==> src/rtl/credit_counter.sv <==
`timescale 1ns/1ps

module credit_counter #(
    parameter int CREDITS = 4                       // Responses allowed unreturned downstream
) (
    input  logic clk,
    input  logic reset,
    input  logic i_take,                            // Request accepted, one credit spent
    input  logic i_return,                          // Downstream hands one credit back
    output logic o_avail                            // At least one credit left
);

    localparam int CNT_BITS = $clog2(CREDITS + 1);  // Wide enough to hold CREDITS itself

    logic [CNT_BITS-1:0] credit_cnt;                // Credits still available
    logic [CNT_BITS-1:0] credit_nxt;

    // --------------------------------------------------
    // Next count
    // --------------------------------------------------
    always_comb begin
        case ({i_take, i_return})
            2'b10:   credit_nxt = credit_cnt - 1'b1; // Take only
            2'b01:   credit_nxt = credit_cnt + 1'b1; // Return only
            default: credit_nxt = credit_cnt;        // Both or neither
        endcase
    end

    always_ff @(posedge clk) begin
        if (reset) begin
            credit_cnt <= CNT_BITS'(CREDITS);       // Full pool after reset
        end else begin
            credit_cnt <= credit_nxt;
        end
    end

    // Readiness comes straight from the register
    assign o_avail = (credit_cnt != '0);

endmodule

==> config.mk <==
export PLATFORM = sky130hd
export DESIGN_NAME = credit_counter
export DESIGN_NICKNAME = d
export VERILOG_FILES = /design/src/rtl/credit_counter.sv
export SDC_FILE = /design/constraint.sdc
export NUM_CORES = 1
export LEC_CHECK = 0
export BUFFER_PORTS_ARGS = -buffer_cell sky130_fd_sc_hd__buf_2
export CELL_PAD_IN_SITES_DETAIL_PLACEMENT = 1
export CELL_PAD_IN_SITES_GLOBAL_PLACEMENT = 2
export CORE_AREA = 2 2 39 41
export DETAILED_ROUTE_END_ITERATION = 8
export DIE_AREA = 0 0 41 43
export GPL_TIMING_DRIVEN = 1
export PLACE_DENSITY_LB_ADDON = 0.2
export SETUP_SLACK_MARGIN = 0.5
export SLEW_MARGIN = 20
export SYNTH_ARGS = -nofsm -noshare
export SYNTH_HDL_FRONTEND = slang
export SYNTH_SLANG_ARGS = --single-unit
==> constraint.sdc <==
create_clock -name clk -period 4.7 [get_ports clk]
set_clock_uncertainty 0.2 [all_clocks]
set_input_delay 0.235 -clock clk [delete_from_list [all_inputs] [get_ports clk]]
set_output_delay 0.235 -clock clk [all_outputs]
set_load 0.05 [all_outputs]
==> results of run 1 <==
[layout make-up]
class                      count  share of cell area (%)
sequential                     3                    25.4
clock buffer                   4                    11.1
inverter                       2                    3.17
multi-input combinational     11                    39.2
tap                           16                    8.47
timing repair buffer           5                    12.7
[cells by family after synthesis]
family	count (synthesis)	synth area share [%]
fa+ha+maj	2	20.3
flops	3	37.5
compound gates	1	3.12
xor+xnor	2	10.9
buf+inv	2	4.69
simple gates	5	17.2
mux	1	6.25
[power groups by stage]
stage / Clock, mW / Sequential [mW] / Combinational (mW)
final: 0.0454 / 0.0349 / 0.0250
after global placement: 0 / 0.0355 / 0.0246
after CTS: 0.0483 / 0.0352 / 0.0257
after detailed placement: 0 / 0.0355 / 0.0252
after floorplan: 0 / 0.0341 / 0.0201
after global routing: 0.0508 / 0.0364 / 0.0295
[path summary, 6_finish.rpt]
| check | endpoint | start | slack [ps] | cells after the start |
|---|---|---|---|---|
| worst max-delay path | credit_cnt[2]$_SDFFE_PP1P_ | credit_cnt[0]$_SDFFE_PP0P_ | 3000 | 4 |
| worst min-delay path | credit_cnt[0]$_SDFFE_PP0P_ | i_return | 290 | 4 |
| worst max register to register | credit_cnt[2]$_SDFFE_PP1P_ | credit_cnt[0]$_SDFFE_PP0P_ | 3000 | 4 |
| worst min register to register | credit_cnt[1]$_SDFFE_PP0P_ | credit_cnt[1]$_SDFFE_PP0P_ | 360 | 2 |
[cells in the final DEF (no fill, tap or decap)]
cell type,n
inv_1,2
clkbuf_4,3
o21ai_1,1
fa_1,1
or3b_1,1
or3_1,1
dlygate4sd3_1,1
nor3_1,1
mux2i_1,1
ha_1,1
clkbuf_1,1
buf_2,4
nor2_1,2
dfxtp_1,3
xor2_1,2
[critical path, stage by stage, from the launching register on]
cell and delay [ps]:
dfxtp_1 340, fa_1 440, xor2_1 160, o21ai_1 100, or3b_1 340
[layer usage]
metal	global-route usage, %	vias up	routed length, um	share of wire (%)
li1	-	70	-	-
met1	6.39	62	149	50
met2	5.94	4	133	44
met3	1.57	0	18	6.0
met4	8.00	0	0	0
met5	0	-	0	0
[metrics by stage]
stage | power [mW] | cell area (sq um) | hold slack (ps)
final | 0.105 | 236 | 286
after global routing | 0.117 | 236 | 323
after CTS | 0.109 | 236 | 284
after detailed placement | 0.0607 | 200 | 237
after global placement | 0.0601 | 200 | 234
after floorplan | 0.0543 | 160 | 107
==> out/results.tsv, run 1 <==
stage	metric	value	unit
floorplan	Starting Density	11.6	%
synth	largest cells by area after synthesis	dfxtp_1 38%, fa_1 13%, xor2_1 11%, ha_1 7.8%, mux2i_1 6.3%	
power	sequential power share	33.1	%
drt	DR DRC count	0	
finish	area grow syn2layout	47.7	%
synth	Yosys top cell area share	37.5	%
timing	Tcrit/Tclk final	36.2	%
timing	Slew headroom	83.7	%
floorplan	Die ar.	1760	sq um
global_route	largest net degree at the start of global routing	5	
synth	Commonest cells post-synth	3 x dfxtp_1, 2 x inv_1, 2 x nor2_1, 2 x xor2_1	
global_route	GR Overflow Total	0	
power	Logic pwr share	23.8	%
global_route	All-Layer GR Usage	5.41	%
clocking	CTS tree	done	
drt	initial drt markers	0	
place	port buffer count	4	
worst_setup_path	Worst EP required	4610	ps
finish	largest register by flop count	credit_cnt	
clocking	Max Root-Sink Buffers	2	
finish	Util after Layout	17.1	%
floorplan	I/O pin count	5	
clocking	Worst-Skew Late Latency	230	ps
timing	Hold Fails Final Rpt	0	
job	max_cap viols	0	
global_route	initial antenna violation count	0	
drt	1st-pass router iterations	1	
clocking	CTS root buf	clkbuf_4	
synth	share of the yosys chip area belonging to registers	37.5	%
power	sw frac	30.1	%
place	pre-CTS WS	2780	ps
power	internal power	73.6	uW
power	power per cell area	445	nW/um^2
floorplan	core area	1380	sq um
synth	Synth Instances	16	
drt	Routed WL	300	um
global_route	vias in the first global route	149	
finish	fill count	168	
worst_setup_path	Critical Path Source Type	register	
clocking	clock-pin slew on the worst setup and hold paths	40	ps
power	Net Sw Power	31.7	uW
place	GPL Wtd Cong	0.606	
synth	synth warn	0	
drt	via count	136	
finish	layout cells sized above 1	28.0	%
synth	most used flip-flop cell after synthesis	dfxtp_1	
worst_setup_path	WP data arrival	1610	ps
timing	final setup vio count	0	
hold_path	Hold WC Path Type	in -> reg	
worst_setup_path	crit end category	register	
timing	Final Max Slew Viols	0	
power	Pleak	0.110	nW
status	status	finished clean	
drt	Post-DRT Antenna Nets	0	
worst_setup_path	Max FO, Critical Path	3	
synth	leading area contributor after synthesis	dfxtp_1	
clocking	# hold bufs at CTS	1	
clocking	post-CTS setup buffer count	0	
timing	Max Freq	0.588	GHz
finish	Antenna Cells	0	
synth	most common cell in the netlist	dfxtp_1	
timing	worst slew pin tran	246	ps
synth	number of flops mapped to enable cells by yosys	0	
power	clock power share	43.1	%
power	maximum vdd ir drop	0.0660	mV
drt	vias per cell	3.32	
finish	max reg flops	3	
synth	Post-Syn Nets	22	
timing	setup ws final	3000	ps
synth	Unique masters post-synth	11	
finish	largest registers	credit_cnt x3	
clocking	Clock Sinks	3	
timing	RSZ-0062 raised after global routing	false	
clocking	CTS H-tree depth	1	
clocking	cts bufs inserted	3	
place	placed instance count	36	
floorplan	Die H	43	um
floorplan	# rows	14	
finish	Multi-input gate area	92.6	sq um
synth	mean post-synth cell area	10.0	sq um
floorplan	DIE WIDTH	41	um
clocking	PostCTS Resize Cnt	0	
synth	flops & latches, synth	3	
synth	Cell Area, Synth	160	sq um
worst_setup_path	critical path class	reg -> reg	
finish	register area	60.1	sq um
timing	Final min period	1700	ps
finish	Final Non-Filler Cells	41	
synth	Async SR Flop Fraction	0	%
timing	post-route setup TNS	0	ps
finish	# nets final	32	
drt	routed len/inst	7.32	um
global_route	first-pass GRT wire length	579	um
No activity file was read; power rests on OpenSTA's default activity.
==> run 2: changes to the inputs <==
==> constraint.sdc (replaced) <==
create_clock -name clk -period 1.7 [get_ports clk]
set_clock_uncertainty 0.2 [all_clocks]
set_input_delay 0.085 -clock clk [delete_from_list [all_inputs] [get_ports clk]]
set_output_delay 0.085 -clock clk [all_outputs]
set_load 0.05 [all_outputs]
==> run 2 against run 1 <==
The flow now finishes with violations (negative hold slack). Non-clock buffer count rose by 3. Clock power rose to 2.8 times the previous value. Via count rose by 13%. Utilization rose by 4.1 points. Final area rose by 24%. Critical endpoint unchanged. Largest cell class unchanged.
==> out/results.tsv, run 2 (synthesis gave the netlist of run 1 again) <==
stage	metric	value	unit
power	Net Sw Power	101	uW
finish	largest register by flop count	credit_cnt	
worst_setup_path	critical path class	reg -> reg	
power	power per cell area	1170	nW/um^2
clocking	CTS H-tree depth	1	
floorplan	Starting Density	11.6	%
drt	Routed WL	393	um
worst_setup_path	Critical Path Source Type	register	
clocking	Worst-Skew Late Latency	230	ps
place	Detail Placement HPWL	280	um
floorplan	Die ar.	1760	sq um
clocking	Max Root-Sink Buffers	2	
global_route	vias in the first global route	158	
floorplan	Die H	43	um
place	GPL Wtd Cong	0.664	
worst_setup_path	Worst EP required	1610	ps
finish	layout cells sized above 1	64.3	%
drt	DR DRC count	0	
place	Area after DPL	225	sq um
finish	Antenna Cells	0	
place	port buffer count	4	
floorplan	I/O pin count	5	
power	maximum vdd ir drop	0.230	mV
job	max_cap viols	0	
timing	Min Hold Slack	-165	ps
place	pre-CTS WS	-63.7	ps
power	Power Total	342	uW
timing	Final min period	1610	ps
clocking	CTS root buf	clkbuf_4	
clocking	Clock Sinks	3	
timing	Slew headroom	89.2	%
worst_setup_path	WP data arrival	1520	ps
timing	final setup vio count	0	
drt	via count	154	
finish	area grow syn2layout	82.8	%
drt	Post-DRT Antenna Nets	0	
power	internal power	241	uW
global_route	first-pass GRT wire length	655	um
place	placed instance count	37	
status	violated checks	negative hold slack	
worst_setup_path	crit end category	register	
finish	Final Non-Filler Cells	44	
global_route	All-Layer GR Usage	6.81	%
timing	Max Freq	0.622	GHz
timing	Tcrit/Tclk final	94.6	%
power	clock power share	36.7	%
global_route	initial antenna violation count	0	
floorplan	# rows	14	
timing	Final Max Slew Viols	0	
power	Logic pwr share	35.0	%
floorplan	DIE WIDTH	41	um
drt	vias per cell	3.50	
clocking	cts bufs inserted	3	
drt	routed len/inst	8.93	um
finish	commonest cells after routing, fill and taps aside	3 x clkbuf_4, 3 x buf_2, 3 x buf_4	
timing	Hold Fails Final Rpt	3	
timing	worst slew pin tran	157	ps
clocking	clock-pin slew on the worst setup and hold paths	40	ps
power	sequential power share	28.3	%
timing	setup ws final	91.9	ps
finish	max reg flops	3	
floorplan	core area	1380	sq um
timing	RSZ-0062 raised after global routing	true	
finish	# nets final	35	
drt	initial drt markers	0	
power	Pleak	0.132	nW
worst_setup_path	Max FO, Critical Path	2	
power	sw frac	29.5	%
status	status	finished, violations left	
global_route	GR Overflow Total	0	
drt	1st-pass router iterations	1	
hold_path	Hold WC Path Type	in -> reg	
global_route	largest net degree at the start of global routing	5	
clocking	CTS tree	done	
finish	fin area	293	sq um
finish	largest registers	credit_cnt x3	
[run 2: final timing paths]
check	from	slack, ps	cells after the start	to
worst max-delay path	credit_cnt[1]$_SDFFE_PP0P_	90	4	credit_cnt[2]$_SDFFE_PP1P_
worst min-delay path	reset	-170	2	credit_cnt[0]$_SDFFE_PP0P_
worst max register to register	credit_cnt[1]$_SDFFE_PP0P_	90	4	credit_cnt[2]$_SDFFE_PP1P_
worst min register to register	credit_cnt[2]$_SDFFE_PP1P_	400	2	credit_cnt[2]$_SDFFE_PP1P_
[run 2: repair_timing]
action                                  4_1_cts  5_1_grt
endpoints found under the setup margin        3        3
pin swaps                                     4        0
gates resized for setup                       5        0
endpoints found under the hold margin         3        3
setup buffers                                 3        0
[run 2: per-stage QoR]
step	utilization [%]	TNS (ps)
floorplan	-	0
global placement	16.3	-32.3
detailed placement	16.3	-63.7
CTS	21.2	0
global route	21.2	0
finish	21.2	0
[run 2: power by group through the flow]
stage / clock (mW) / combinational [mW] / sequential (mW)
3_5_place_dp: 0 / 0.0812 / 0.0989
3_3_place_gp: 0 / 0.0777 / 0.0990
5_1_grt: 0.139 / 0.131 / 0.0987
2_1_floorplan: 0 / 0.0612 / 0.0962
4_1_cts: 0.133 / 0.121 / 0.0962
6_report: 0.125 / 0.120 / 0.0967
[run 2: cell type report]
type | count | area [sq um]
multi-input combinational | 11 | 113
inverter | 2 | 7.51
sequential | 3 | 62.6
tap | 16 | 20.0
clock buffer | 4 | 26.3
timing repair buffer | 8 | 63.8
fill | 166 | 1090
[run 2: metal layers]
layer  track usage [%]  vias up  routed length, um
met4              10.0        0                 13
met5                 0        -                  0
met3              3.14        2                  9
met2              8.75        3                216
li1                  -       76                  -
met1              6.07       73                153
[run 2: critical path, cell delays in order, from the launching register on]
cell and delay (ps):
dfxtp_2 320, fa_2 350, xor2_1 160, o21ai_1 120
or3b_1 340
